File: src/datapathPkg.sv
package datapathPkg;

        localparam int dataWidth = 32;

        typedef logic [dataWidth-1:0]   dataWord;
        typedef logic [2*dataWidth-1:0] wideWord;
        typedef logic [3:0]             regIndex;
        typedef logic [3:0]             aluOpcode;
        typedef logic [4:0]             sourceIndex;

        localparam int numRegs = 16;
        localparam int constFieldWidth = 19;

        // storage slots that follow R0..R15 in the register file
        localparam int numStored = numRegs + 4;
        localparam int slotHi = numRegs;
        localparam int slotLo = numRegs + 1;
        localparam int slotPc = numRegs + 2;
        localparam int slotIr = numRegs + 3;

        // bus source numbers above the general registers 0..15
        localparam sourceIndex srcHi    = 5'd16;
        localparam sourceIndex srcLo    = 5'd17;
        localparam sourceIndex srcZHigh = 5'd18;
        localparam sourceIndex srcZLow  = 5'd19;
        localparam sourceIndex srcPc    = 5'd20;
        localparam sourceIndex srcMdr   = 5'd21;
        localparam sourceIndex srcC     = 5'd22;
        localparam sourceIndex srcNone  = 5'd31;

        localparam aluOpcode opNone = 4'd0;
        localparam aluOpcode opAdd  = 4'd1;
        localparam aluOpcode opSub  = 4'd2;
        localparam aluOpcode opAnd  = 4'd3;
        localparam aluOpcode opOr   = 4'd4;
        localparam aluOpcode opShl  = 4'd5;
        localparam aluOpcode opShr  = 4'd6;
        localparam aluOpcode opNeg  = 4'd7;
        localparam aluOpcode opNot  = 4'd8;
        localparam aluOpcode opMul  = 4'd9;

endpackage

File: src/controlPkg.sv
package controlPkg;

        import datapathPkg::*;

        // out-enables of which at most one may be set in a cycle
        typedef struct packed {
                logic [numRegs-1:0] rOut;
                logic               hiOut;
                logic               loOut;
                logic               zHighOut;
                logic               zLowOut;
                logic               pcOut;
                logic               mdrOut;
                logic               cOut;
        } busSources;

        // single-cycle load strobes
        typedef struct packed {
                logic [numRegs-1:0] rIn;
                logic               hiIn;
                logic               loIn;
                logic               pcIn;
                logic               irIn;
                logic               marIn;
                logic               mdrIn;
                logic               yIn;
                logic               zIn;
        } loadEnables;

        // one control step that applies for exactly one clock
        typedef struct packed {
                busSources  sources;
                loadEnables loads;
                logic       read;
                logic       incPc;
                aluOpcode   aluOp;
        } controlWord;

endpackage

File: src/registerFile.sv
`timescale 1ns/1ps

module registerFile
        import datapathPkg::*, controlPkg::*;
(
        input  logic       Clock,
        input  logic       reset,
        input  controlWord ctrl,
        input  dataWord    busData,
        output dataWord    regValues [numRegs],
        output dataWord    hiValue,
        output dataWord    loValue,
        output dataWord    pcValue,
        output dataWord    irValue
);

        logic [numStored-1:0] strobes;
        dataWord              stored [numStored];

        // general registers first, then HI, LO, PC and IR in slot order
        assign strobes = {ctrl.loads.irIn, ctrl.loads.pcIn,
                          ctrl.loads.loIn, ctrl.loads.hiIn, ctrl.loads.rIn};

        always_ff @(posedge Clock) begin
                for (int i = 0; i < numStored; i++) begin
                        if (reset)
                                stored[i] <= '0;
                        else if (strobes[i])
                                stored[i] <= busData;
                end
        end

        always_comb begin
                for (int i = 0; i < numRegs; i++) begin
                        regValues[i] = stored[i];
                end
        end

        assign hiValue = stored[slotHi];
        assign loValue = stored[slotLo];
        assign pcValue = stored[slotPc];
        assign irValue = stored[slotIr];

endmodule

File: config.mk
export PLATFORM = sky130hd
export DESIGN_NAME = registerFile
export DESIGN_NICKNAME = d
export VERILOG_FILES = /design/src/datapathPkg.sv /design/src/controlPkg.sv /design/src/registerFile.sv
export SDC_FILE = /design/constraint.sdc
export NUM_CORES = 1
export LEC_CHECK = 0
export BUFFER_PORTS_ARGS = -buffer_cell sky130_fd_sc_hd__clkbuf_2
export CORE_AREA = 4 4 279 281
export CTS_BUF_LIST = sky130_fd_sc_hd__clkbuf_4 sky130_fd_sc_hd__clkbuf_8 sky130_fd_sc_hd__clkbuf_16
export CTS_CLUSTER_SIZE = 10
export DETAILED_ROUTE_END_ITERATION = 10
export DIE_AREA = 0 0 283 285
export HOLD_SLACK_MARGIN = 0.03
export SLEW_MARGIN = 10
export SYNTH_ARGS = -nofsm -noshare
export SYNTH_HDL_FRONTEND = slang
export SYNTH_SLANG_ARGS = --single-unit
File: constraint.sdc
create_clock -name Clock -period 3.9 [get_ports Clock]
set_clock_uncertainty 0.15 [all_clocks]
set_input_delay 0.195 -clock Clock [delete_from_list [all_inputs] [get_ports Clock]]
set_output_delay 0.195 -clock Clock [all_outputs]
set_load 0.05 [all_outputs]
## Yosys cells after proc, flatten, opt, wreduce, memory -nomap -nowiden

Memory sizes are Yosys's and may differ from the RTL's.
Cells that the tools add are included.

| cells by class | value |
|---|---|
| muxes and demuxes | 82 |
| bitwise logic cells | 20 |

Operators with widths:

| cell | number |
|---|---|
| 2-to-1 mux 32 bit | 20 |
| 2-to-1 mux 1 bit | 62 |
| OR 1 bit | 20 |

| word-level totals | value |
|---|---|
| memory bits (writable) | 640 |
| memories kept | 1 |
| flip-flop bits (word level) | 0 |
| output and inout port bits | 640 |
| word-level logic and storage cells | 103 |

Memory list:

| memory | words | width | rd ports | clocked after memory_dff | write ports | line | text |
|---|---|---|---|---|---|---|---|
| stored | 20 | 32 | 20 | 0 | 20 | registerFile.sv:18 | `dataWord stored [numStored];` |

## Longest topological paths before layout

Gate-level depths: netlist (run 1).

| logic depth | value |
|---|---|
| depth after elaboration | 4 |
| depth in mapped cells | 4 |

## Worst setup path before layout (run 1)

Ideal clock, no wire load.

| timing path | value |
|---|---|
| kind | input port to flip-flop |
| start point | in reset |
| end point | mem stored[0][0] (netlist name) (enable) |
| required time | 3375 ps |
| data arrival time | 1042 ps |
| setup slack | 2333 ps |
| stages on the path | 3 |
| cell sequence | buf_6 -> clkbuf_1 -> or2_2 |

RTL lines:

| item | line | text |
|---|---|---|
| from (decl) | registerFile.sv:7 | `input logic reset,` |
| to (decl) | registerFile.sv:18 |  |

==> results of run 1 <==
## path summary, 6_finish.rpt
check | to | cells past startpoint
min | stored[3][64] | 2
max | stored[2][19] | 2
## cells by family after synthesis
group	count (synthesis)	share of synthesized area
simple gates	660	0.220
flops	640	0.737
buf+inv	197	0.0439
## cells in the mapped netlist
master	number
clkbuf_1	126
buf_6	41
and3b_1	640
buf_2	26
edfxtp_1	640
buf_12	4
or2_2	20
## where the power goes
group	total (mW)	internal, mW	leakage [nW]	switching (mW)
registers	8.35	8.18	6.88	0.165
clock network	6.42	3.66	1.07	2.75
logic	3.47	0.577	7.66	2.89
## per-stage QoR
step | power (mW) | hold slack, ns | setup WS, ns | util | cells
global placement | 11.9 | 0.610 | 1.57 | 0.395 | 2988
global route | 18.8 | 0.104 | 2.05 | 0.424 | 3088
CTS | 18.4 | 0.0564 | 2.16 | 0.424 | 3088
floorplan | 11.0 | 0.278 | 2.33 | - | 1497
finish | 18.2 | 0.0723 | 2.06 | 0.424 | 3095
detailed placement | 12.0 | 0.607 | 1.51 | 0.395 | 2988
## area by class of cell
type                            count  area share
Clock inverter                     14     0.00665
Tap cell                          978      0.0382
Clock buffer                       85      0.0615
Sequential cell                   640       0.601
Antenna cell                        7    0.000547
Timing Repair Buffer              711       0.113
Multi-Input combinational cell    660       0.179
## metal layers
layer,GRT usage,vias to the layer above
met2,0.351,791
met4,0.0922,0
met5,0,-
li1,-,6834
met1,0.262,8200
met3,0.0475,184
==> impl_results.md, run 1 <==
* Count of cell types in the netlist at 7
* Multi-input gate area at 5730 um^2
* First-pass detailed-route iteration total at 5
* Largest net degree at the start of global routing at 224
* Hold Path Class: in2reg
* DR WL met3 at 6700 um
* I/O Buffers at 693
* WP data arrival at 1.93 ns
* Vias/cell at 5.17
* Buf/Inv on CP at 1
* Max_slew headroom at 0.294
* Ratio of cells with drive above 1 in the final layout at 0.391
* Die X at 283 um
* Final ANT Viol Nets at 0
* Pwr/cell area at 570 nW/um^2
* Reg clk slew, reported paths at 0.05 ns
* Met1 wire length at 34600 um
* Area Growth Syn to Fin at 22.6%
* Post-Syn Nets at 1584
* Gr ovfl total at 0
* Sequential cell area at 19200 um^2
* CORE AREA at 75400 um^2
* Kind of critical path: in2reg
* Initial Utilization at 0.346
* Final Hold Viols at 0
* Min-delay src: reset
* Commonest cells after routing, fill and taps aside: clkbuf_2 (692), and3b_1 (640), edfxtp_1 (640), clkbuf_16 (76), or2_2 (20)
* Synth top area cells: edfxtp_1 (74%), and3b_1 (21%), clkbuf_1 (1.8%)
* Synth Instances at 1497
* VDD IR max at 0.359 mV
* Worst setup SP type: input port
* I/O pins at 727
* CTS max path bufs at 3
* Vias in the first global route at 15900
* DR top layer: met4
* Final setup TNS at 0 ns
* Crit path largest cell delay at 0.96 ns
* Overall global routing resource usage at 0.210
* Commonest non-fill, non-tap cell in the layout: clkbuf_2
* Drt first-iter violations at 1401
* Leakage at 15.6 nW
* Seq/Total Area, Yosys at 0.737
* Worst Setup End Kind: flip-flop
* Most flop-heavy register: stored
* CP top delay family: simple AND/OR/NAND/NOR gates
* CTS root buf: clkbuf_16
* Unrepaired setup endpoints after global routing: no
* Critical Path RT at 3.99 ns
* Slew Viols, Final at 0
* Number of flip-flops in the largest register at 640
* Number of filler cells placed in the layout at 6799
* Biggest regs: stored x640
* TritonCTS clock tree: built
* Syn. warnings at 0
* Die area at 80700 um^2
* Yosys reg bits at 640
* Die Y at 285 um
* Worst-path cell chain: buf_8 -> or2_2
* Critical path origin: reset
* TritonCTS Buffers at 76
* DP Area at 29800 um^2
* Clk sink count at 640
* Tcrit/Tclk final at 0.472
* Floorplan row count at 101
* Mapped cell area at 26100 um^2
* Routed wl met2 at 43000 um
* First-pass GRT wire length at 122000 um
* Post-route design area at 32000 um^2
* Status: finished clean
* Remaining DRCs at 0
* Antenna violations before repair at 14
* Tmin final at 1.84 ns
* Top-area cell type share of the netlist area at 0.737
* Max FO, Critical Path at 154
* Cts hold-fix bufs at 1
* FMAX at 544 MHz
* CP max stage cell: or2_2
* Total wire length at 88300 um
* Finish-stage setup viols at 0
* H-tree Lvls at 3
* Measured slew at the worst slew-check pin at 1.06 ns
* Max Cap Viol at 0
* Post-CTS sizing at 0
* GP Congestion at 0.815
* DP Wirelength at 57500 um
* Avg WL per Cell at 28.5 um
* Post-CTS setup buffer count at 0
* Leading area contributor after synthesis: edfxtp_1
* Syn_area_per_cell at 17.4 um^2
* Via count at 16000
* Fin nets at 2176
No activity file was read; power rests on OpenSTA's default activity.
==> inputs of run 2 (changes only) <==
- ABC_AREA: default -> 1
- CORE_AREA: 4 4 279 281 -> 4 4 280 282
- DIE_AREA: 0 0 283 285 -> 0 0 284 286
- clock period: 3.9 -> 1.87 ns (I/O delays scaled with it)
==> impl_results.md, run 2 <==
* Status: finished clean
* Die area at 81200 um^2 (+0.71%)
* VDD IR max at 0.828 mV (+130%)
* WP data arrival at 1.80 ns (-0.13 ns)
* Pwr/cell area at 1240 nW/um^2 (+120%)
* CP max stage cell: dlygate4sd3_1
* Count of cell types in the netlist at 8 (+1)
* DP Wirelength at 51700 um (-10%)
* Avg WL per Cell at 23.6 um (-17%)
* Tcrit/Tclk final at 0.855
* Ratio of cells with drive above 1 in the final layout at 0.386 (-0.00570)
* Max Cap Viol at 0 (unchanged)
* Post-CTS sizing at 0 (unchanged)
* Initial Utilization at 0.299 (-0.0468)
* Number of flip-flops in the largest register at 640 (unchanged)
* I/O Buffers at 693 (unchanged)
* CTS max path bufs at 3 (unchanged)
* Final setup TNS at 0 ns (unchanged)
* CTS root buf: clkbuf_16
* Top-area cell type share of the netlist area at 0.849 (+0.113)
* Crit-path most repeated cell: dlygate4sd3_1
* Worst-path cell chain: dlygate4sd3_1 -> clkbuf_2 -> nand2_1 -> buf_4 -> nor2_1 -> dlygate4sd3_1
* Post-Syn Nets at 1568 (-1.0%)
* Yosys reg bits at 640 (unchanged)
* Reg clk slew, reported paths at 0.06 ns (about the same)
* Largest net degree at the start of global routing at 33 (-85%)
* Synth top area cells: edfxtp_1 (85%), nor2_1 (11%), buf_4 (1.8%)
* Mapped cell area at 22600 um^2 (-13%)
* Area Growth Syn to Fin at 33.3%
* Unrepaired setup endpoints after global routing: no
* Clk sink count at 640 (unchanged)
* Async S/R FF share, synth at 0 (unchanged)
* Measured slew at the worst slew-check pin at 0.975 ns (-0.0833 ns)
* Leakage at 13.2 nW (-15%)
* Post-synth EDFFs at 640 (unchanged)
* Slew Viols, Final at 0 (unchanged)
* Kind of critical path: in2reg
* Commonest non-fill, non-tap cell in the layout: clkbuf_2
* Max_slew headroom at 0.350 (+0.0555)
* Number of filler cells placed in the layout at 7034 (+3.5%)
* CORE AREA at 75700 um^2 (+0.33%)
* Commonest cells after routing, fill and taps aside: clkbuf_2 (693), nor2_1 (640), edfxtp_1 (640), clkbuf_16 (78), dlygate4sd3_1 (58)
* Hold Path Class: in2reg
* First-pass detailed-route iteration total at 5 (unchanged)
* Vias/cell at 4.69 (-9.4%)
* Critical Path RT at 2.07 ns (-1.92 ns)
* Commonest cells in the netlist: edfxtp_1 (640), nor2_1 (640), clkbuf_1 (66)
* Sequential cell area at 19200 um^2 (unchanged)
* Floorplan row count at 101 (unchanged)
* Seq/Total Area, Yosys at 0.849 (+0.113)
* Multi-input gate area at 2610 um^2 (-54%)
* Final Hold Viols at 0 (unchanged)
* Overall global routing resource usage at 0.181 (-0.0288)
* Vias in the first global route at 15400 (-3.0%)
* Worst setup SP type: input port
* Tmin final at 1.60 ns
* Syn_area_per_cell at 15.3 um^2 (-12%)
* Design Power at 37.4 mW (+110%)
* Leading area contributor after synthesis: edfxtp_1
* CP top delay family: buffers and inverters
* TritonCTS Buffers at 75 (-1.3%)
* Antenna violations before repair at 5 (-9)
* Max FO, Critical Path at 21 (-86%)
* TritonCTS clock tree: built
* Die X at 284 um (+0.35%)
* Remaining DRCs at 0 (unchanged)
* Synth Instances at 1481 (-1.1%)
* Worst Setup End Kind: flip-flop
* Final ANT Viol Nets at 0 (unchanged)
* Die Y at 286 um (+0.35%)
* GP Congestion at 0.772 (-5.4%)
* Total wire length at 76400 um (-13%)
* Main synth FF type: edfxtp_1
* H-tree Lvls at 3 (unchanged)
* Crit path largest cell delay at 0.56 ns (-0.40 ns)
* Gr ovfl total at 0 (unchanged)
* Fin nets at 2338 (+7.4%)
* Biggest regs: stored x640
* FMAX at 626 MHz
* I/O pins at 727 (unchanged)
* First-pass GRT wire length at 107000 um (-12%)
* Finish-stage setup viols at 0 (unchanged)
* Syn. warnings at 0 (unchanged)
* Most flop-heavy register: stored
* Drt first-iter violations at 1586 (+13%)
* Buf/Inv on CP at 4 (+3)
* Via count at 15200 (-5.1%)
[run 2: repair_timing]
action | in CTS | in global routing
buffers inserted | 0 | 0
hold buffers | 58 | 0
hold endpoints to repair | 680 | 0
[run 2: cell type report]
class                           count  area share
Antenna cell                        2    0.000166
Clock buffer                       81      0.0654
Clock inverter                      8     0.00419
Inverter                           33     0.00411
Multi-Input combinational cell    680      0.0864
Sequential cell                   640       0.637
Tap cell                          978      0.0406
Timing Repair Buffer              821       0.162
[run 2: tightest hold or removal path, cell delays in order]
cell      delay (ns)
clkbuf_2        0.14
buf_12          0.17
or2_2           0.29
[run 2: power by group]
| part | leakage, nW | internal (mW) | switching (mW) | total, mW |
|---|---|---|---|---|
| combinational | 5.34 | 1.13 | 5.85 | 6.98 |
| sequential | 6.88 | 17.1 | 0.387 | 17.5 |
| clock | 1.02 | 7.49 | 5.49 | 13.0 |
[run 2: worst paths after layout]
check	startpoint	endpoint	slack, ns	cells past startpoint
max	ctrl[26]	stored[3][10]	0.27	6
min	reset	stored[2][93]	0.15	3
[run 2: per-layer routing]
| metal | part of all wire | track usage |
|---|---|---|
| met1 | 0.38 | 0.219 |
| met2 | 0.48 | 0.300 |
| met3 | 0.11 | 0.0604 |
| met4 | 0.037 | 0.0731 |
| met5 | 0.00058 | 0 |
[run 2: logic make-up (layout without fill, tap and decap cells)]
logic type	Yosys count	count (layout)	share of synthesized area
other	0	2	0
AND/OR/NAND/NOR	680	680	0.115
buffers and inverters	161	943	0.0360
flip-flops	640	640	0.849
[run 2: per-stage QoR]
stage	util	worst slack (ns)	hold slack [ns]	instances	instance area, um^2
floorplan	-	0.570	0.221	1481	22600
global placement	0.363	0.159	0.376	3094	27500
detailed placement	0.363	0.0993	0.388	3094	27500
CTS	0.398	0.182	0.108	3241	30200
global route	0.398	0.211	0.169	3241	30200
finish	0.399	0.272	0.146	3243	30200
