===== src/datapathPkg.sv =====
package datapathPkg;

        localparam int dataWidth = 32;

        typedef logic [dataWidth-1:0]   dataWord;
        typedef logic [2*dataWidth-1:0] wideWord;
        typedef logic [3:0]             regIndex;
        typedef logic [3:0]             aluOpcode;
        typedef logic [4:0]             sourceIndex;

        localparam int numRegs = 16;
        localparam int constFieldWidth = 19;

        // storage slots that follow R0..R15 in the register file
        localparam int numStored = numRegs + 4;
        localparam int slotHi = numRegs;
        localparam int slotLo = numRegs + 1;
        localparam int slotPc = numRegs + 2;
        localparam int slotIr = numRegs + 3;

        // bus source numbers above the general registers 0..15
        localparam sourceIndex srcHi    = 5'd16;
        localparam sourceIndex srcLo    = 5'd17;
        localparam sourceIndex srcZHigh = 5'd18;
        localparam sourceIndex srcZLow  = 5'd19;
        localparam sourceIndex srcPc    = 5'd20;
        localparam sourceIndex srcMdr   = 5'd21;
        localparam sourceIndex srcC     = 5'd22;
        localparam sourceIndex srcNone  = 5'd31;

        localparam aluOpcode opNone = 4'd0;
        localparam aluOpcode opAdd  = 4'd1;
        localparam aluOpcode opSub  = 4'd2;
        localparam aluOpcode opAnd  = 4'd3;
        localparam aluOpcode opOr   = 4'd4;
        localparam aluOpcode opShl  = 4'd5;
        localparam aluOpcode opShr  = 4'd6;
        localparam aluOpcode opNeg  = 4'd7;
        localparam aluOpcode opNot  = 4'd8;
        localparam aluOpcode opMul  = 4'd9;

endpackage


===== src/controlPkg.sv =====
package controlPkg;

        import datapathPkg::*;

        // out-enables of which at most one may be set in a cycle
        typedef struct packed {
                logic [numRegs-1:0] rOut;
                logic               hiOut;
                logic               loOut;
                logic               zHighOut;
                logic               zLowOut;
                logic               pcOut;
                logic               mdrOut;
                logic               cOut;
        } busSources;

        // single-cycle load strobes
        typedef struct packed {
                logic [numRegs-1:0] rIn;
                logic               hiIn;
                logic               loIn;
                logic               pcIn;
                logic               irIn;
                logic               marIn;
                logic               mdrIn;
                logic               yIn;
                logic               zIn;
        } loadEnables;

        // one control step that applies for exactly one clock
        typedef struct packed {
                busSources  sources;
                loadEnables loads;
                logic       read;
                logic       incPc;
                aluOpcode   aluOp;
        } controlWord;

endpackage


===== src/busMux.sv =====
`timescale 1ns/1ps

module busMux
        import datapathPkg::*, controlPkg::*;
(
        input  controlWord ctrl,
        input  dataWord    regValues [numRegs],
        input  dataWord    hiValue,
        input  dataWord    loValue,
        input  wideWord    zValue,
        input  dataWord    pcValue,
        input  dataWord    mdrValue,
        input  dataWord    irValue,
        output dataWord    busData
);

        regIndex    regSel;
        sourceIndex srcSel;
        dataWord    constValue;

        // C field sign-extended from bit constFieldWidth-1
        assign constValue = {{(dataWidth-constFieldWidth){irValue[constFieldWidth-1]}},
                             irValue[constFieldWidth-1:0]};

        always_comb begin
                regSel = '0;
                for (int i = 0; i < numRegs; i++) begin
                        if (ctrl.sources.rOut[i])
                                regSel = regIndex'(i);
                end
        end

        // source encoder
        always_comb begin
                if (|ctrl.sources.rOut)
                        srcSel = {1'b0, regSel};
                else if (ctrl.sources.hiOut)
                        srcSel = srcHi;
                else if (ctrl.sources.loOut)
                        srcSel = srcLo;
                else if (ctrl.sources.zHighOut)
                        srcSel = srcZHigh;
                else if (ctrl.sources.zLowOut)
                        srcSel = srcZLow;
                else if (ctrl.sources.pcOut)
                        srcSel = srcPc;
                else if (ctrl.sources.mdrOut)
                        srcSel = srcMdr;
                else if (ctrl.sources.cOut)
                        srcSel = srcC;
                else
                        srcSel = srcNone;
        end

        // numbers 0..15 fall through to the general registers
        always_comb begin
                case (srcSel)
                        srcHi:    busData = hiValue;
                        srcLo:    busData = loValue;
                        srcZHigh: busData = zValue[2*dataWidth-1:dataWidth];
                        srcZLow:  busData = zValue[dataWidth-1:0];
                        srcPc:    busData = pcValue;
                        srcMdr:   busData = mdrValue;
                        srcC:     busData = constValue;
                        srcNone:  busData = '0;
                        default:  busData = regValues[regSel];
                endcase
        end

        // two drivers in one step means the sequencer is broken
        always_comb begin
                assert ($onehot0(ctrl.sources))
                        else $error("more than one bus source enabled");
        end

endmodule


===== config.mk =====
export PLATFORM = sky130hd
export DESIGN_NAME = busMux
export DESIGN_NICKNAME = d
export VERILOG_FILES = /design/src/datapathPkg.sv /design/src/controlPkg.sv /design/src/busMux.sv
export SDC_FILE = /design/constraint.sdc
export NUM_CORES = 1
export LEC_CHECK = 0
export BUFFER_PORTS_ARGS = -buffer_cell sky130_fd_sc_hd__buf_2
export CORE_AREA = 2 2 316 318
export DETAILED_ROUTE_END_ITERATION = 8
export DIE_AREA = 0 0 318 320
export PLACE_DENSITY_LB_ADDON = 0.1
export SYNTH_ARGS = -nofsm -noshare
export SYNTH_HDL_FRONTEND = slang
export SYNTH_SLANG_ARGS = --single-unit

===== constraint.sdc =====
create_clock -name vclk -period 2.3
set_input_delay 0.345 -clock vclk [all_inputs]
set_output_delay 0.345 -clock vclk [all_outputs]
set_load 0.03 [all_outputs]

## Word-level counts from Yosys, hierarchy flattened

Cells that the tools add are included.

| operators by class | value |
|---|---|
| add/subtract/negate cells | 0 |
| $mul | 0 |
| div/mod/pow operators | 0 |
| $lt $le $gt $ge | 1 |
| equality and inequality tests | 8 |
| shift-type cells | 0 |
| multiplexer cells | 27 |
| bitwise gates (word level) | 1 |
| reduce and logical (&&, ||, !) cells | 1 |

Operators with widths:

| cell | count |
|---|---|
| case mux 32 bit (8 select lines) | 1 |
| binary-select mux 32 bit (select 4 bit) | 1 |
| 2-to-1 mux 4 bit | 21 |
| 2-to-1 mux 32 bit | 2 |
| equality test 5 bit (second input constant) | 8 |
| OR reduction 16 bit | 1 |
| greater-or-equal comparator 5 bit (second input constant) | 1 |
| 2-to-1 mux 5 bit | 1 |
| NOT 4 -> 5 bit | 1 |
| 2-to-1 mux 1 bit | 1 |

| storage, ports and cells | value |
|---|---|
| register bits | 0 |
| latch bits | 0 |
| bits in writable memories | 0 |
| memory bits (read-only) | 0 |
| bits of input ports | 789 |
| logic and storage cells | 38 |
| memories kept | 0 |

## Longest topological paths before layout

Gate-level depths: netlist (run 1).

| depth | value |
|---|---|
| depth after elaboration | 20 |
| mapped depth | 11 |

## Least setup slack after synthesis (run 1)

OpenSTA, ideal clock, no wires.

| timing path | value |
|---|---|
| path type | input port to output port |
| start | input port ctrl[40] (netlist name) |
| end | output port busData[23] |
| data arrival time | 2,893 ps |
| setup slack | -938 ps |
| stages | 7 |
| path buffers | 2 |
| path through | nor4_1 nand4_1 buf_4 or3_4 buf_2 o211a_1 nor4_1 |

| between the ends | value |
|---|---|
| word-level cells in the longest chain between the ends | 18 |
| elaborated cells between the ends (all ways) | 28 |
| classes of those cells | eq/ne: 8; mux: 18; bitwise: 1; reduce/logical: 1 |

Ends and longest elaborated chain:

| item | line | RTL |
|---|---|---|
| start: declaration | busMux.sv:6 | `input controlWord ctrl,` |
| 2-to-1 mux 4 bit (13 in a row) | busMux.sv:28 | `if (ctrl.sources.rOut[i])` |
| NOT 4 -> 5 bit (implied by the code) | busMux.sv:66 | `default: busData = regValues[regSel];` |
| binary-select mux 32 bit (select 4 bit) | busMux.sv:66 |  |
| 2-to-1 mux 32 bit (implied by the code) (2 in a row) | busMux.sv:66 |  |
| case mux 32 bit (8 select lines) (*) | busMux.sv:57 | `case (srcSel)` |
| end: declaration | busMux.sv:14 | `output dataWord busData` |

Mark *: on every way between the ends. The rest lies on a longest branch, timed or not. The select of a mux whose other input is x is not followed.

## Worst setup path after layout (run 1)

| timing path | value |
|---|---|
| start | input port ctrl[37] (netlist name) |
| end | output port busData[1] |

| between the ends | value |
|---|---|
| word-level cells in the longest chain between the ends | 4 |
| elaborated cells between the ends (all ways) | 11 |
| classes of those cells | eq/ne: 8; mux: 2; reduce/logical: 1 |

Ends and longest elaborated chain:

| item | line | RTL |
|---|---|---|
| OR reduction 16 bit (*) | busMux.sv:35 | `if (\|ctrl.sources.rOut)` |
| 2-to-1 mux 5 bit (*) | busMux.sv:35 |  |
| equality test 5 bit | busMux.sv:57 |  |
| case mux 32 bit (8 select lines) (*) | busMux.sv:57 |  |

Mark *: on every way between the ends. The rest lies on a longest branch, timed or not.

==> out/qor.csv, run 1 <==
metric;value;unit
status;finished with violations;
violations;setup timing;
setup_slack;-1.06;ns
synthCells;1062;
worstHoldEndpoint;busData[23];
nFlopsAndLatches;0;
pwr_density_cell;180;nW/um^2
final_hold_viol_count;0;
gp_routability_congestion;0.840;
overflow;0;
drt_iter0_markers;501;
pin_count;821;
irDropWorstVdd;47.4;uV
die_h;320;microns
wire_per_inst;23.9;microns
finalInstanceArea;15800;sq um
drc_errors;0;
synth_top_area_cell;nand2_1;
synth_cell_types;65;
core.rowCount;115;
syn_area_per_cell;6.14;sq um
via_per_inst;3.73;
slew_headroom;0.600;
dieWidth;318;microns
fmax;297;MHz
area_growth;142;%
crit_path_frequent_cell;buf_6;
start_util;0.0666;
cts_hold_buffers;0;
multi_input_area;7050;sq um
regArea;0;sq um
placed_cells;3275;
grt_pass1_vias;13500;
path_delay_family;buffers and inverters;
via_count;12400;
synth_nets;1851;
yosys-top-cells-count;nand2_1, mux2i_1, a21oi_1, nor2_1, buf_2;
core;98000;sq um
fin_hold_ws;1.19;ns
syn_area;6520;sq um
p_leak;7.54;nW
firstDrtPassIters;6;
holdCritPathClass;in2out;
tightest_slew;0.599;ns
yosysWarnings;0;
drive_above_1_share;0.625;
ant_nets;0;
port_buffers;778;
start_kind;input pin;
antenna_found_initial;29;
grt_max_degree;35;
synth_top_area_share;0.177;
final_cells;3317;
crit_buf_inv;8;
final_util;0.161;
maxCapViolations;0;
min_period;3.36;ns
setup_viol;32;
netlist_top_cells_area;nand2_1, mux2i_1, a21oi_1, a221oi_1, buf_2;
die_area;102000;sq um
fin_setup_tns;-31.17;ns
worstSetupPathType;in2out;
required;1.96;ns
rsz0062_at_grt;yes;
n_clock_buffer;0;
track_usage;0.146;
arrival;3.02;ns
nFillCells;11400;
grt_pass1_wl;106;mm
placed_cell_area;14400;sq um
slew_viol_final;0;
crit_path_end_kind;output pin;
yosysMostFrequentCell;nand2_1;
worstPathMaxFanout;6;
min_path_cells;6;
totalWireLength;79.2;mm
nets;2809;
fin_crit_sh;1.46;
min-delay-start;regValues[151];
hpwl;69.0;mm
crit_chain;buf_6, nor4_4, buf_4, nand4_1, buf_6, buf_8, nor3_4, buf_6, buf_12, buf_8, a22o_1, a221oi_2, o211ai_1, o311a_4, buf_6;
slowest_stage;nor4_4;
synth-seq-area-share;0;
cp_slowest_stage_delay;0.49;ns
report_power, final:
part	total, mW	internal [mW]	switching (mW)
registers	0	0	0
logic	2.84	1.41	1.43
clock network	0.000000700	0.000000700	0
total	2.84	1.41	1.43
cell families (layout without fill, tap and decap cells):
logic type             after synthesis  in the layout  share of synthesized area
AND/OR/NAND/NOR                    483            483                      0.328
AO/OA/AOI/OAI                      345            345                      0.399
multiplexers                       118            118                      0.184
buffers and inverters              116           1072                     0.0888
other                                0             12                          0
layout make-up:
cell class         instances  area share
inverters                 15     0.00357
diodes                    12     0.00190
well taps               1287       0.102
repair buffers          1057       0.446
multi-input cells        946       0.447
per-layer routing:
layer	up-vias	share of wire	track usage
met2	414	0.52	0.275
met5	-	0.0023	0
met1	5932	0.42	0.176
li1	5946	-	-
met3	50	0.051	0.0284
met4	30	0.0055	0.0122
how the worst max path moves through the flow:
stage	from	to	cells after the start
after floorplan	ctrl[49]	busData[26]	9
after global placement	ctrl[40]	busData[20]	13
after detailed placement	ctrl[40]	busData[20]	13
after CTS	ctrl[37]	busData[9]	16
after global routing	ctrl[37]	busData[25]	13
final	ctrl[37]	busData[1]	15
layout by cell type (no fill, tap or decap), types with 16 or more instances in the layout:
cell type,count
nor3_1,16
o21ai_0,22
buf_4,198
nand3_1,40
a21oi_1,71
mux2i_1,97
buf_2,742
nor2_1,38
buf_12,42
nand2_1,303
buf_6,63
a221oi_2,32
through the flow:
stage | total power [mW] | setup slack (ns)
detailed placement | 2.59 | -1.73
CTS | 2.85 | -1.09
global route | 3.07 | -1.22
global placement | 2.60 | -1.76
finish | 2.84 | -1.06
floorplan | 1.15 | -0.436
timing repair:
action / 4_1_cts / 5_1_grt
buffers inserted: 15 / 15
pin swaps: 82 / 47
setup endpoints to repair: 32 / 32
gates resized for setup: 169 / 62
hold endpoints to repair: 0 / 0
cloned: 9 / 1
No activity file was read; power rests on OpenSTA's default activity.
==> inputs of run 2 (changes only) <==
ABC_CLOCK_PERIOD_IN_PS = 3730   (was unset)
CORE_AREA = 2 2 320 322   (was 2 2 316 318)
DIE_AREA = 0 0 322 324   (was 0 0 318 320)
clock period = 3.73 ns   (was 2.3 ns; I/O delays follow)
==> run 2 against run 1 <==
The run still ends with setup timing left; die area up 2.5%; flip-flop and latch count did not move; total power is 37% lower; global-route usage shrank 0.67 points; highest routed layer unchanged; critical path depth unchanged; first-iteration DRC count rose by 26%; core utilization shrank 0.86 points; non-clock buffer count rose by 3; critical endpoint is now busData[5].
==> out/qor.csv, run 2 (synthesis results as in run 1) <==
metric;value;unit;change
status;finished with violations;;unchanged
violations;setup timing;;unchanged
port_buffers;778;;unchanged
fin_hold_ws;1.61;ns;was 1.19 ns
required;3.17;ns;was 1.96 ns
overflow;0;;unchanged
nFlopsAndLatches;0;;unchanged
final_cells;3347;;was 3317
p_leak;7.41;nW;was 7.54 nW
setup_viol;6;;was 32
nFillCells;11900;;was 11400
fin_setup_tns;-0.111;ns;was -31.17 ns
cts_hold_buffers;0;;unchanged
min_period;3.76;ns;
slew_viol_final;0;;unchanged
drive_above_1_share;0.603;;was 0.625
area_growth;136;%;was 142%
start_util;0.0646;;was 0.0666
dieWidth;322;microns;was 318 microns
core;101000;sq um;was 98000 sq um
gp_routability_congestion;0.831;;was 0.840
core.rowCount;117;;was 115
irDropWorstVdd;35.8;uV;was 47.4 uV
drc_errors;0;;unchanged
power.total;1.78;mW;was 2.84 mW
regArea;0;sq um;unchanged
die_h;324;microns;was 320 microns
drt_iter0_markers;630;;was 501
firstDrtPassIters;5;;was 6
totalWireLength;78.9;mm;was 79.2 mm
pwr_density_cell;115;nW/um^2;was 180 nW/um^2
maxCapViolations;0;;unchanged
start_kind;input pin;;unchanged
hpwl;69.2;mm;was 69.0 mm
final_hold_viol_count;0;;unchanged
holdCritPathClass;in2out;;unchanged
grt_pass1_wl;102;mm;was 106 mm
fmax;266;MHz;
nets;2812;;was 2809
ant_nets;0;;unchanged
die_area;104000;sq um;was 102000 sq um
worstHoldEndpoint;busData[20];;was busData[23]
worstPathMaxFanout;5;;was 6
n_clock_buffer;0;;unchanged
antenna_found_initial;38;;was 29
mostFrequentLayoutCells;buf_2, nand2_1, buf_4;;unchanged
wire_per_inst;23.6;microns;was 23.9 microns
rsz0062_at_grt;yes;;unchanged
setup_slack;-0.0308;ns;was -1.06 ns
track_usage;0.139;;was 0.146
final_util;0.153;;was 0.161
worstSetupPathType;in2out;;unchanged
arrival;3.20;ns;was 3.02 ns
slew_headroom;0.635;;was 0.600
grt_max_degree;25;;was 35
pin_count;821;;unchanged
min_path_cells;6;;unchanged
via_per_inst;3.72;;was 3.73
grt_pass1_vias;13000;;was 13500
tightest_slew;0.547;ns;was 0.599 ns
mostFrequentLayoutCell;buf_2;;unchanged
placed_cells;3276;;was 3275
crit_path_end_kind;output pin;;unchanged
min-delay-start;regValues[148];;was regValues[151]
fin_crit_sh;1.01;;
via_count;12500;;was 12400
[run 2: area by class of cell]
type	instances	area, sq um	share of cell area
repair buffers	1060	6940	0.450
multi-input cells	946	6730	0.437
well taps	1309	1640	0.106
inverters	15	56.3	0.00365
diodes	17	42.5	0.00276
[run 2: how the worst max path moves through the flow]
stage	start	to	slack [ns]	depth (start not counted)
floorplan	ctrl[40]	busData[23]	0.06	7
global placement	ctrl[45]	busData[10]	-0.69	12
detailed placement	ctrl[45]	busData[10]	-0.67	12
CTS	ctrl[39]	busData[28]	-0.10	12
global route	ctrl[48]	busData[31]	-0.14	14
finish	ctrl[39]	busData[5]	-0.03	15
[run 2: routing by layer]
metal | up-vias | part of all wire | track usage | wire length, microns
li1 | 5964 | - | - | -
met4 | 24 | 0.0093 | 0.0189 | 730
met3 | 56 | 0.050 | 0.0207 | 3910
met1 | 5950 | 0.44 | 0.183 | 35100
met5 | - | 0.0020 | 0 | 161
met2 | 457 | 0.49 | 0.244 | 39000
[run 2: stage by stage]
| step | cell area (sq um) | setup WS [ns] |
|---|---|---|
| 2_1_floorplan | 6520 | 0.0630 |
| 3_3_place_gp | 13700 | -0.695 |
| 3_5_place_dp | 13700 | -0.666 |
| 4_1_cts | 14600 | -0.103 |
| 5_1_grt | 15400 | -0.136 |
| 6_report | 15400 | -0.0308 |
[run 2: what timing repair did]
item	in CTS	in global routing
setup endpoints to repair	32	32
cloned	4	2
pin swaps	24	43
setup buffers	25	23
gates resized for setup	103	119
[run 2: report_power, final]
part / total [mW] / switching (mW) / internal [mW]
logic: 1.78 / 0.905 / 0.871
clock network: 0.000000542 / 0 / 0.000000542
registers: 0 / 0 / 0
total: 1.78 / 0.905 / 0.871
[run 2: worst max-delay path, cell delays in order]
cell and delay, ns:
buf_8 0.10, nand2b_4 0.12, a221o_2 0.42, buf_12 0.15
a21o_4 0.20, buf_12 0.15, buf_12 0.15, buf_16 0.15
buf_8 0.13, mux2i_2 0.14, a32o_2 0.24, a221oi_2 0.17
buf_4 0.18, o311a_1 0.18, buf_6 0.14
