`config.mk`:
```
export PLATFORM = sky130hd
export DESIGN_NAME = memoryInterface
export DESIGN_NICKNAME = d
export VERILOG_FILES = /design/src/datapathPkg.sv /design/src/controlPkg.sv /design/src/memoryInterface.sv
export SDC_FILE = /design/constraint.sdc
export NUM_CORES = 1
export LEC_CHECK = 0
export BUFFER_PORTS_ARGS = -buffer_cell sky130_fd_sc_hd__buf_2
export CORE_ASPECT_RATIO = 1.75
export CORE_MARGIN = 2
export CORE_UTILIZATION = 41
export DETAILED_ROUTE_END_ITERATION = 10
export PLACE_DENSITY = 0.8
export SYNTH_ARGS = -nofsm -noshare
export SYNTH_HDL_FRONTEND = slang
export SYNTH_SLANG_ARGS = --single-unit
```
`constraint.sdc`:
```
create_clock -name Clock -period 0.96 [get_ports Clock]
set_clock_uncertainty 0.1 [all_clocks]
set_input_delay 0.096 -clock Clock [delete_from_list [all_inputs] [get_ports Clock]]
set_output_delay 0.096 -clock Clock [all_outputs]
set_load 0.02 [all_outputs]
```
`src/datapathPkg.sv`:
```
package datapathPkg;

        localparam int dataWidth = 32;

        typedef logic [dataWidth-1:0]   dataWord;
        typedef logic [2*dataWidth-1:0] wideWord;
        typedef logic [3:0]             regIndex;
        typedef logic [3:0]             aluOpcode;
        typedef logic [4:0]             sourceIndex;

        localparam int numRegs = 16;
        localparam int constFieldWidth = 19;

        // storage slots that follow R0..R15 in the register file
        localparam int numStored = numRegs + 4;
        localparam int slotHi = numRegs;
        localparam int slotLo = numRegs + 1;
        localparam int slotPc = numRegs + 2;
        localparam int slotIr = numRegs + 3;

        // bus source numbers above the general registers 0..15
        localparam sourceIndex srcHi    = 5'd16;
        localparam sourceIndex srcLo    = 5'd17;
        localparam sourceIndex srcZHigh = 5'd18;
        localparam sourceIndex srcZLow  = 5'd19;
        localparam sourceIndex srcPc    = 5'd20;
        localparam sourceIndex srcMdr   = 5'd21;
        localparam sourceIndex srcC     = 5'd22;
        localparam sourceIndex srcNone  = 5'd31;

        localparam aluOpcode opNone = 4'd0;
        localparam aluOpcode opAdd  = 4'd1;
        localparam aluOpcode opSub  = 4'd2;
        localparam aluOpcode opAnd  = 4'd3;
        localparam aluOpcode opOr   = 4'd4;
        localparam aluOpcode opShl  = 4'd5;
        localparam aluOpcode opShr  = 4'd6;
        localparam aluOpcode opNeg  = 4'd7;
        localparam aluOpcode opNot  = 4'd8;
        localparam aluOpcode opMul  = 4'd9;

endpackage

```
`src/controlPkg.sv`:
```
package controlPkg;

        import datapathPkg::*;

        // out-enables of which at most one may be set in a cycle
        typedef struct packed {
                logic [numRegs-1:0] rOut;
                logic               hiOut;
                logic               loOut;
                logic               zHighOut;
                logic               zLowOut;
                logic               pcOut;
                logic               mdrOut;
                logic               cOut;
        } busSources;

        // single-cycle load strobes
        typedef struct packed {
                logic [numRegs-1:0] rIn;
                logic               hiIn;
                logic               loIn;
                logic               pcIn;
                logic               irIn;
                logic               marIn;
                logic               mdrIn;
                logic               yIn;
                logic               zIn;
        } loadEnables;

        // one control step that applies for exactly one clock
        typedef struct packed {
                busSources  sources;
                loadEnables loads;
                logic       read;
                logic       incPc;
                aluOpcode   aluOp;
        } controlWord;

endpackage

```
`src/memoryInterface.sv`:
```
`timescale 1ns/1ps

module memoryInterface
        import datapathPkg::*, controlPkg::*;
(
        input  logic       Clock,
        input  logic       reset,
        input  controlWord ctrl,
        input  dataWord    memDataIn,
        input  dataWord    busData,
        output dataWord    mdrValue,
        output dataWord    memAddress
);

        dataWord mdrReg;
        dataWord marReg;
        dataWord mdrNext;

        // read selects the memory side, otherwise MDR takes the bus
        assign mdrNext = ctrl.read ? memDataIn : busData;

        always_ff @(posedge Clock) begin
                if (reset) begin
                        mdrReg <= '0;
                        marReg <= '0;
                end else begin
                        if (ctrl.loads.mdrIn)
                                mdrReg <= mdrNext;
                        if (ctrl.loads.marIn)
                                marReg <= busData;
                end
        end

        assign mdrValue = mdrReg;
        assign memAddress = marReg;

        // a read with nowhere to land would lose the memory word
        readNeedsMdrIn: assert property (@(posedge Clock) disable iff (reset)
                ctrl.read |-> ctrl.loads.mdrIn)
                else $error("read asserted without mdrIn");

endmodule

```
; ---- Word level (Yosys, flattened, before mapping)
; Index checks and enable logic that the tools add are counted.
[classes]
n_mux = 1
[op_table]
columns = op, n
row1 = $mux 32, 1
[word_totals]
regBits = 64
out_inout_bits = 64
word_cells = 3

; ---- Longest topological paths before layout
; Gate-level depths: netlist (run 1).
[logic_depth]
word_depth = 1
mapped_depth = 4

; ---- Worst setup path after synthesis (run 1)
; OpenSTA, ideal clock, no wires.
[synth_timing]
kind = input-to-reg
start = input ctrl[9] (netlist name)
end = register marReg[10], in the netlist memAddress[10]
arrival_time_ns = 0.654
required_ns = 0.732
setup_slack_ns = 0.079
path_stages = 4
path_buffers = 2
cell_sequence = buf_2 > buf_4 > mux2i_1 > nor2_1
[synth_rtl]
columns = element, line_no
row1 = from (decl), memoryInterface.sv:8  ; input controlWord ctrl,
row2 = to (signal assigned), memoryInterface.sv:30  ; marReg <= busData;
row3 = to (decl), memoryInterface.sv:16  ; dataWord marReg;

; ---- Worst setup path after layout (run 1)
[layout_timing]
start = input memDataIn[17]
end = register mdrReg[17], in the netlist mdrValue[17]
[layout_via]
elab_chain_len = 1
[layout_lines]
columns = element, line_no
row1 = from (decl), memoryInterface.sv:9  ; input dataWord memDataIn,
row2 = $mux 32, memoryInterface.sv:20  ; assign mdrNext = ctrl.read ? memDataIn : busData;
row3 = to (signal assigned), memoryInterface.sv:28  ; mdrReg <= mdrNext;
row4 = to (decl), memoryInterface.sv:15  ; dataWord mdrReg;
; Every way passes these cells.
; A chain may end at the register's enable or synchronous reset.

==> results.md, run 1 <==
- Worst hold endpoint: mdrValue[8]
- Crit Path Max Fanout: 1
- H-tree depth reported by CTS: 3
- # IOs: 183
- Crit path launch type: input port
- Adder-Cell Fraction of Synth Area: 0%
- Xor/xnor cell area share of the yosys netlist: 0%
- Failing checks: negative setup slack
- Port Buffer Count: 132
- Die width: 63.7 um
- Nature of the critical path endpoint: flip-flop
- Flop pwr share: 46.1%
- Max_cap viols: 0
- Mean post-synth cell area: 10.4 sq um
- Post-Layout Inst Area: 0.00456 sq mm
- Critical Path RT: 1.07 ns
- Hold Slack: 0.0135 ns
- Synth area leader: dfxtp_1
- Status: finished, violations left
- Final min period: 1.01 ns
- FF-to-FF setup slack: 0.04 ns
- WHS Path Cells: 3
- R2R depth: 3
- DP Cell Count: 447
- Initial antenna violation count: 0
- Post-synthesis simple-gate area fraction: 9.38%
- Synth top area share: 50.0%
- Most frequent cells in the layout: buf_2 (65), nor2_1 (64), dfxtp_2 (64), buf_6 (64), mux2i_1 (60)
- Cell Pwr Density: 1430 mW/mm^2
- Chip height: 109 um
- Max Clock Freq: 989 MHz
- CTS Buf Count: 9
- Ranking of synthesized cells by area: dfxtp_1 (50%), mux2i_1 (25%), a211oi_1 (9.4%), nor2_1 (9.4%), buf_12 (2.3%)
- Final Slew Violations: 0
- RSZ-0062 raised after global routing: yes
- GRT Util Overall: 24.7%
- Leak Pwr: 2.16 nW
- Place WS: -0.0534 ns
- Crit path DAT: 1.12 ns
- Final core utilization: 74.3%
- Cell count after synthesis: 246
- Wirelength, routed: 8.60 mm
- Worst-path clk slew: 0.07 ns
- Distinct cells, synth: 10
- Comb power frac: 24.2%
- Post-Syn Nets: 365
- Synth warn: 0
- Worst VDD drop: 1560 uV
- Synth-to-Final Area Change: 78.1%
- Worst Hold Class: input port to flip-flop
- Least-Margin Pin Slew: 0.247 ns
- Largest net degree at the start of global routing: 25
- Post-synthesis compound-gate area fraction: 9.38%
- Antenna-violating nets left: 0
- Cell area after synthesis: 0.00256 sq mm
- Number of global-route vias before repair: 2737
- Sequential-to-total area share from yosys stat: 50.0%
- DR vias/cell: 5.06
- CTS Sinks: 64
- Drt pass-1 iters: 4
- Gr ovfl total: 0
- Die area: 0.00692 sq mm
- FF+latch count, synth: 64
- Number of nets in the layout: 553
- Main combinational cell family by area after synthesis: multiplexers
- Reg-to-reg critical path startpoint: memAddress[14]
- Worst setup margin: -0.0507 ns
- Initial drt markers: 136
- Final setup viols: 63
- Finished Layout Cells: 516
- Vias: 2612
- CTS tree: yes
- Worst skew pair latency: 0.32 ns
- First-pass GRT wire length: 13.0 mm
- Commonest non-fill, non-tap cell in the layout: buf_2
- # DRC: 0
- DP Wirelength: 4.63 mm
- Starting Density: 41.7%
- Worst-case clock buffer depth: 2
- Fraction of layout cells with a size suffix above 1: 53.7%
- Worst setup path category: input port to flip-flop
- Mux share of post-synthesis cell area: 25.0%
- Post-route clock period utilization: 105%
- Cell Area, Placed: 0.00335 sq mm
- Switching part of the total: 27.1%
- Worst R2R End: memAddress[14]
- GP Congestion: 0.723
- HP Start: memDataIn[8]
- Core Area: 0.00613 sq mm
- DR WL/cell: 16.7 um
- Count of final hold-check violations: 0
- Clk pwr share: 29.7%
- Std cell rows: 38
- Cell Int Power: 4.77 mW
- Net load switching power: 1.77 mW
- Relative slew slack: 83.1%
- Antenna diode count: 0
- CTS root buffer: clkbuf_8
critical path, stage by stage:
cell           delay, ns
dlygate4sd3_1       0.54
buf_2               0.14
mux2i_1             0.23
a211oi_1            0.12
cell families after synthesis:
| kind of cell | Yosys count |
|---|---|
| DFF | 64 |
| buffers and inverters | 22 |
| and+or+nand+nor | 64 |
| AOI/OAI and AO/OA | 32 |
| muxes | 64 |
how the worst max path moves through the flow:
| stage | start | endpoint | cells after the start |
|---|---|---|---|
| 2_1_floorplan | ctrl[9] | memAddress[10] | 4 |
| 3_3_place_gp | ctrl[5] | mdrValue[12] | 4 |
| 3_5_place_dp | ctrl[5] | mdrValue[27] | 4 |
| 4_1_cts | mdrValue[31] | mdrValue[31] | 1 |
| 5_1_grt | memAddress[26] | memAddress[26] | 1 |
| 6_report | memDataIn[17] | mdrValue[17] | 4 |
Yosys cell counts (all sizes together):
cell type  instances
a211oi            32
buf               16
clkbuf             6
dfxtp             64
mux2i             64
nor2              64
flip-flops by register name, summed over array words and instances, names as in the netlist:
signal      count
mdrValue       32
memAddress     32
power groups by stage:
| stage | logic (mW) | registers, mW | clock network [mW] |
|---|---|---|---|
| after global placement | 1.09 | 2.97 | 0 |
| after global routing | 1.68 | 3.02 | 2.10 |
| final | 1.58 | 3.01 | 1.94 |
| after floorplan | 0.454 | 3.20 | 0 |
| after CTS | 1.50 | 3.00 | 1.98 |
| after detailed placement | 1.12 | 2.98 | 0 |
layout make-up:
type,instances,area (sq um)
fill,368,1570
timing repair buffer,199,1790
sequential,64,1360
clock inverter,1,5.00
tap,80,100
multi-input combinational,160,1150
clock buffer,12,155
stage by stage:
step | setup TNS (ns) | total power [mW]
after floorplan | 0 | 3.65
after global placement | 0 | 4.07
after detailed placement | -0.218 | 4.10
after CTS | -1.88 | 6.48
after global routing | -2.34 | 6.80
final | -1.08 | 6.54
per-layer routing:
metal / routed length (um) / track usage (%) / share of wire, %
met3: 447 / 5.20 / 5.2
met5: 0 / 0 / 0
met2: 4660 / 45.8 / 54
met4: 422 / 15.8 / 4.9
met1: 3070 / 24.4 / 36
repair_timing:
item / in CTS / in global routing
endpoints found under the setup margin: 64 / 74
buffers inserted: 5 / 7
hold buffers: 47 / 0
resized for setup: 192 / 7
pin swaps: 0 / 8
endpoints found under the hold margin: 49 / 0
Power figures use the tool's default switching activity.
==> inputs of run 2 (changes only) <==
--- a/config.mk
+++ b/config.mk
@@ -7,7 +7,7 @@
 export LEC_CHECK = 0
 export BUFFER_PORTS_ARGS = -buffer_cell sky130_fd_sc_hd__buf_2
 export CORE_ASPECT_RATIO = 1.75
-export CORE_MARGIN = 2
+export CORE_MARGIN = 3
 export CORE_UTILIZATION = 41
 export DETAILED_ROUTE_END_ITERATION = 10
 export PLACE_DENSITY = 0.8
==> results.md, run 2 (synthesis gave the netlist of run 1 again) <==
- Cell Int Power: 4.77 mW
- Max_cap viols: 0
- GRT Util Overall: 25.5%
- Max Clock Freq: 990 MHz
- Antenna-violating nets left: 0
- Post-route clock period utilization: 105%
- Chip height: 111 um
- Number of global-route vias before repair: 2949
- Vias: 2663
- RSZ-0062 raised after global routing: yes
- Core Area: 0.00597 sq mm
- Leak Pwr: 2.22 nW
- Final setup viols: 61
- Hold Slack: 0.0244 ns
- DR vias/cell: 5.02
- GP Congestion: 0.816
- Power Total: 6.66 mW
- Final Slew Violations: 0
- Finished Layout Cells: 530
- Clk pwr share: 30.0%
- # DRC: 0
- DP Cell Count: 443
- Net load switching power: 1.88 mW
- Setup crit start: busData[8]
- Failing checks: negative setup slack
- Setup TNS: -0.965 ns
- CTS Sinks: 64
- Place WS: -0.0386 ns
- CTS Buf Count: 9
- Least-Margin Pin Slew: 0.276 ns
- Starting Density: 42.9%
- HP Start: memDataIn[0]
- Die width: 65.7 um
- Fraction of layout cells with a size suffix above 1: 55.0%
- Post-Layout Inst Area: 0.00466 sq mm
- Std cell rows: 37
- Switching part of the total: 28.3%
- Most frequent cells in the layout: buf_2 (68), nor2_1 (64), dfxtp_2 (64), buf_6 (64), mux2i_1 (61)
- Drt pass-1 iters: 4
- Worst VDD drop: 1320 uV
- Initial antenna violation count: 1
- CP bufs+invs: 2
- Nature of the critical path endpoint: flip-flop
- Critical Path RT: 1.07 ns
- Status: finished, violations left
- Worst-path clk slew: 0.07 ns
- CP Cell Sequence: dlygate4sd3_1, buf_2, mux2i_1, a211oi_1
- Largest net degree at the start of global routing: 40
- Flop pwr share: 45.2%
- Crit Path Max Fanout: 2
- CTS tree: yes
- Comb power frac: 24.8%
- Slowest stage delay, CP: 0.54 ns
- Crit path launch type: input port
- Count of final hold-check violations: 0
- Port Buffer Count: 132
- Wirelength, routed: 9.41 mm
- Worst skew pair latency: 0.32 ns
- Worst setup margin: -0.0499 ns
- Critical-path top delay cell: dlygate4sd3_1
- Final min period: 1.01 ns
- Die area: 0.00727 sq mm
- Final core utilization: 78.0%
- H-tree depth reported by CTS: 3
- First-pass GRT wire length: 14.3 mm
- Worst Hold Class: input port to flip-flop
- Worst-case clock buffer depth: 2
- Area of the multi-input gates: 0.00116 sq mm
- Family with the most delay on the worst path: buffers and inverters
- Relative slew slack: 81.5%
- Worst setup path category: input port to flip-flop
- DP Wirelength: 4.82 mm
- Initial drt markers: 227
- DR WL/cell: 17.8 um
- FF/Latch Area: 0.00136 sq mm
- Cell Area, Placed: 0.00333 sq mm
- Number of nets in the layout: 565
- Cell Pwr Density: 1430 mW/mm^2
- CTS root buffer: clkbuf_8
- Reg-to-reg critical path startpoint: memAddress[28]
- Gr ovfl total: 0
- Crit path DAT: 1.12 ns
- Synth-to-Final Area Change: 82.1%
- # IOs: 183
- Commonest non-fill, non-tap cell in the layout: buf_2
- Filler cell count: 325
run 2: area by class of cell:
cell class,instances,share of cell area [%]
antenna,1,0.0537
clock buffer,13,3.19
clock inverter,3,0.376
multi-input combinational,160,24.9
sequential,64,29.2
tap,78,2.09
timing repair buffer,211,40.2
run 2: power groups by stage:
| stage | clock, mW | combinational [mW] | sequential, mW |
|---|---|---|---|
| floorplan | 0 | 0.454 | 3.20 |
| global placement | 0 | 1.09 | 2.97 |
| detailed placement | 0 | 1.12 | 2.98 |
| CTS | 2.04 | 1.50 | 3.00 |
| global route | 2.17 | 1.75 | 3.02 |
| finish | 2.00 | 1.65 | 3.01 |
run 2: path summary, 6_finish.rpt:
path         slack (ns)  cells after the start              to
max               -0.05                      4     mdrValue[8]
min reg2reg        0.39                      2    mdrValue[18]
min                0.02                      3     mdrValue[0]
max reg2reg        0.05                      3  memAddress[28]
run 2: repair_timing:
action,in CTS,in global routing
gates resized for setup,192,8
hold buffers,47,0
setup buffers,7,16
hold endpoints to repair,47,0
endpoints found under the setup margin,64,70
pin swaps,0,2
run 2: per-layer routing:
metal	up-vias	wire [um]	track usage (%)
li1	1260	-	-
met1	1250	3370	24.9
met2	122	5080	45.1
met3	31	560	7.12
met4	0	397	15.7
met5	-	0	0
run 2: tightest hold or removal path: stages:
cell	delay [ns]
buf_2	0.10
mux2i_1	0.12
a211oi_1	0.08
==> inputs of run 3 (changes only) <==
--- a/config.mk
+++ b/config.mk
@@ -8,9 +8,9 @@
 export BUFFER_PORTS_ARGS = -buffer_cell sky130_fd_sc_hd__buf_2
 export CORE_ASPECT_RATIO = 1.75
 export CORE_MARGIN = 3
-export CORE_UTILIZATION = 41
+export CORE_UTILIZATION = 44
 export DETAILED_ROUTE_END_ITERATION = 10
-export PLACE_DENSITY = 0.8
+export PLACE_DENSITY = 0.86
 export SYNTH_ARGS = -nofsm -noshare
 export SYNTH_HDL_FRONTEND = slang
 export SYNTH_SLANG_ARGS = --single-unit
==> constraint.sdc (replaced) <==
create_clock -name Clock -period 1.3 [get_ports Clock]
set_clock_uncertainty 0.1 [all_clocks]
set_input_delay 0.13 -clock Clock [delete_from_list [all_inputs] [get_ports Clock]]
set_output_delay 0.13 -clock Clock [all_outputs]
set_load 0.02 [all_outputs]
==> results.md, run 3 (synthesis gave the netlist of run 1 again) <==
- Drt pass-1 iters: 4
- Reg-to-reg critical path startpoint: mdrValue[10]
- Hold_buf cts: 32
- Nature of the critical path endpoint: primary output
- Worst hold endpoint: mdrValue[21]
- Antenna-violating nets left: 0
- Worst VDD drop: 885 uV
- Worst R2R End: mdrValue[10]
- Final min period: 1.11 ns
- CTS tree: yes
- Leak Pwr: 1.91 nW
- CP bufs+invs: 1
- DR vias/cell: 4.95
- CTS Sinks: 64
- Critical-path top delay cell: dfxtp_1
- Std cell rows: 36
- WHS Path Cells: 3
- # IOs: 183
- Synth-to-Final Area Change: 46.8%
- Max Clock Freq: 902 MHz
- Relative slew slack: 82.2%
- Least-Margin Pin Slew: 0.267 ns
- Commonest non-fill, non-tap cell in the layout: buf_2
- Most frequent cells in the layout: buf_2 (132), mux2i_1 (64), nor2_1 (64), dfxtp_1 (64)
- Wirelength, routed: 7.22 mm
- Core Area: 0.00559 sq mm
- Port Buffer Count: 132
- FF-to-FF setup slack: 0.49 ns
- GRT Util Overall: 21.7%
- Final setup viols: 0
- Crit path launch type: flip-flop
- H-tree depth reported by CTS: 3
- # DRC: 0
- Number of global-route vias before repair: 2409
- Cell Pwr Density: 1260 mW/mm^2
- Largest net degree at the start of global routing: 65
- DR WL/cell: 14.9 um
- Worst Hold Class: input port to flip-flop
- Slowest stage delay, CP: 0.35 ns
- CP Cell Sequence: buf_2
- Die area: 0.00681 sq mm
- GP Congestion: 0.728
- Number of nets in the layout: 522
- Setup Fix Bufs, Post-CTS: 0
- First-pass GRT wire length: 11.3 mm
- Chip height: 107 um
- Family with the most delay on the worst path: flip-flops
- RSZ-0062 raised after global routing: no
- Hold Slack: 0.0276 ns
- CTS root buffer: clkbuf_8
- Post-CTS Resized: 0
- Worst-case clock buffer depth: 2
- Crit path DAT: 0.88 ns
- Crit Path Max Fanout: 2
- Fraction of layout cells with a size suffix above 1: 36.5%
- Count of final hold-check violations: 0
- Status: finished clean
- Initial antenna violation count: 0
- Setup TNS: 0 ns
- CTS Buf Count: 9
- Starting Density: 45.8%
- Vias: 2396
- Setup crit start: mdrValue[20]
- Initial drt markers: 155
- Worst setup path category: flip-flop to primary output
- Worst-path clk slew: 0.07 ns
- HP Start: memDataIn[21]
- DP Wirelength: 4.37 mm
- Post-route clock period utilization: 85.3%
- Final Slew Violations: 0
- CP Depth: 1
- Max_cap viols: 0
- Antenna diode count: 0
- Gr ovfl total: 0
- Critical Path RT: 1.07 ns
- Die width: 63.7 um
- R2R depth: 2
- Worst skew pair latency: 0.33 ns
## run 3: cell types whose count changed in the layout (fill, tap and decap cells not counted), moves of 3 or more
cell,delta
a211oi_1,+4
a211oi_2,-4
buf_12,-4
buf_2,+64
buf_4,-24
buf_6,-64
dfxtp_1,+64
dfxtp_2,-64
dlygate4sd3_1,-15
mux2i_1,+3
## run 3: cell type report
type | count | area, sq um
Tap cell | 76 | 95.1
Clock buffer | 14 | 163
Sequential cell | 64 | 1280
Multi-Input combinational cell | 160 | 1120
Clock inverter | 2 | 37.5
Fill cell | 438 | 1830
Timing Repair Buffer | 168 | 1060
## run 3: how the worst max path moves through the flow
stage | slack [ns] | end
detailed placement | 0.21 | mdrValue[17]
global route | 0.15 | memAddress[18]
floorplan | 0.38 | memAddress[10]
global placement | 0.26 | mdrValue[12]
finish | 0.19 | mdrValue[20]
CTS | 0.17 | memAddress[21]
## run 3: routing by layer
metal | part of all wire (%) | GRT usage, %
met1 | 37 | 23.0
met2 | 52 | 37.0
met3 | 6.7 | 5.56
met4 | 3.8 | 14.8
met5 | 0 | 0
## run 3: worst min-delay path: cells and delay by family
| kind | cells | cell delay [ns] |
|---|---|---|
| AO/OA/AOI/OAI | 1 | 0.08 |
| buffers and inverters | 1 | 0.10 |
| multiplexers | 1 | 0.12 |
## run 3: where the power goes
part	internal (mW)	switching [mW]	leakage, nW
logic	0.393	0.481	1.28
clock network	0.993	0.715	0.0969
registers	2.09	0.0664	0.531
total	3.48	1.26	1.91
## run 3: through the flow
step	setup WS [ns]	power [mW]	instance area, sq um	utilization [%]	cells
after floorplan	0.385	2.70	2560	-	246
after global placement	0.261	2.97	3240	58.0	436
after detailed placement	0.205	2.99	3240	58.0	436
after CTS	0.174	4.79	3760	67.3	484
after global routing	0.147	4.95	3760	67.3	484
final	0.191	4.74	3760	67.3	484
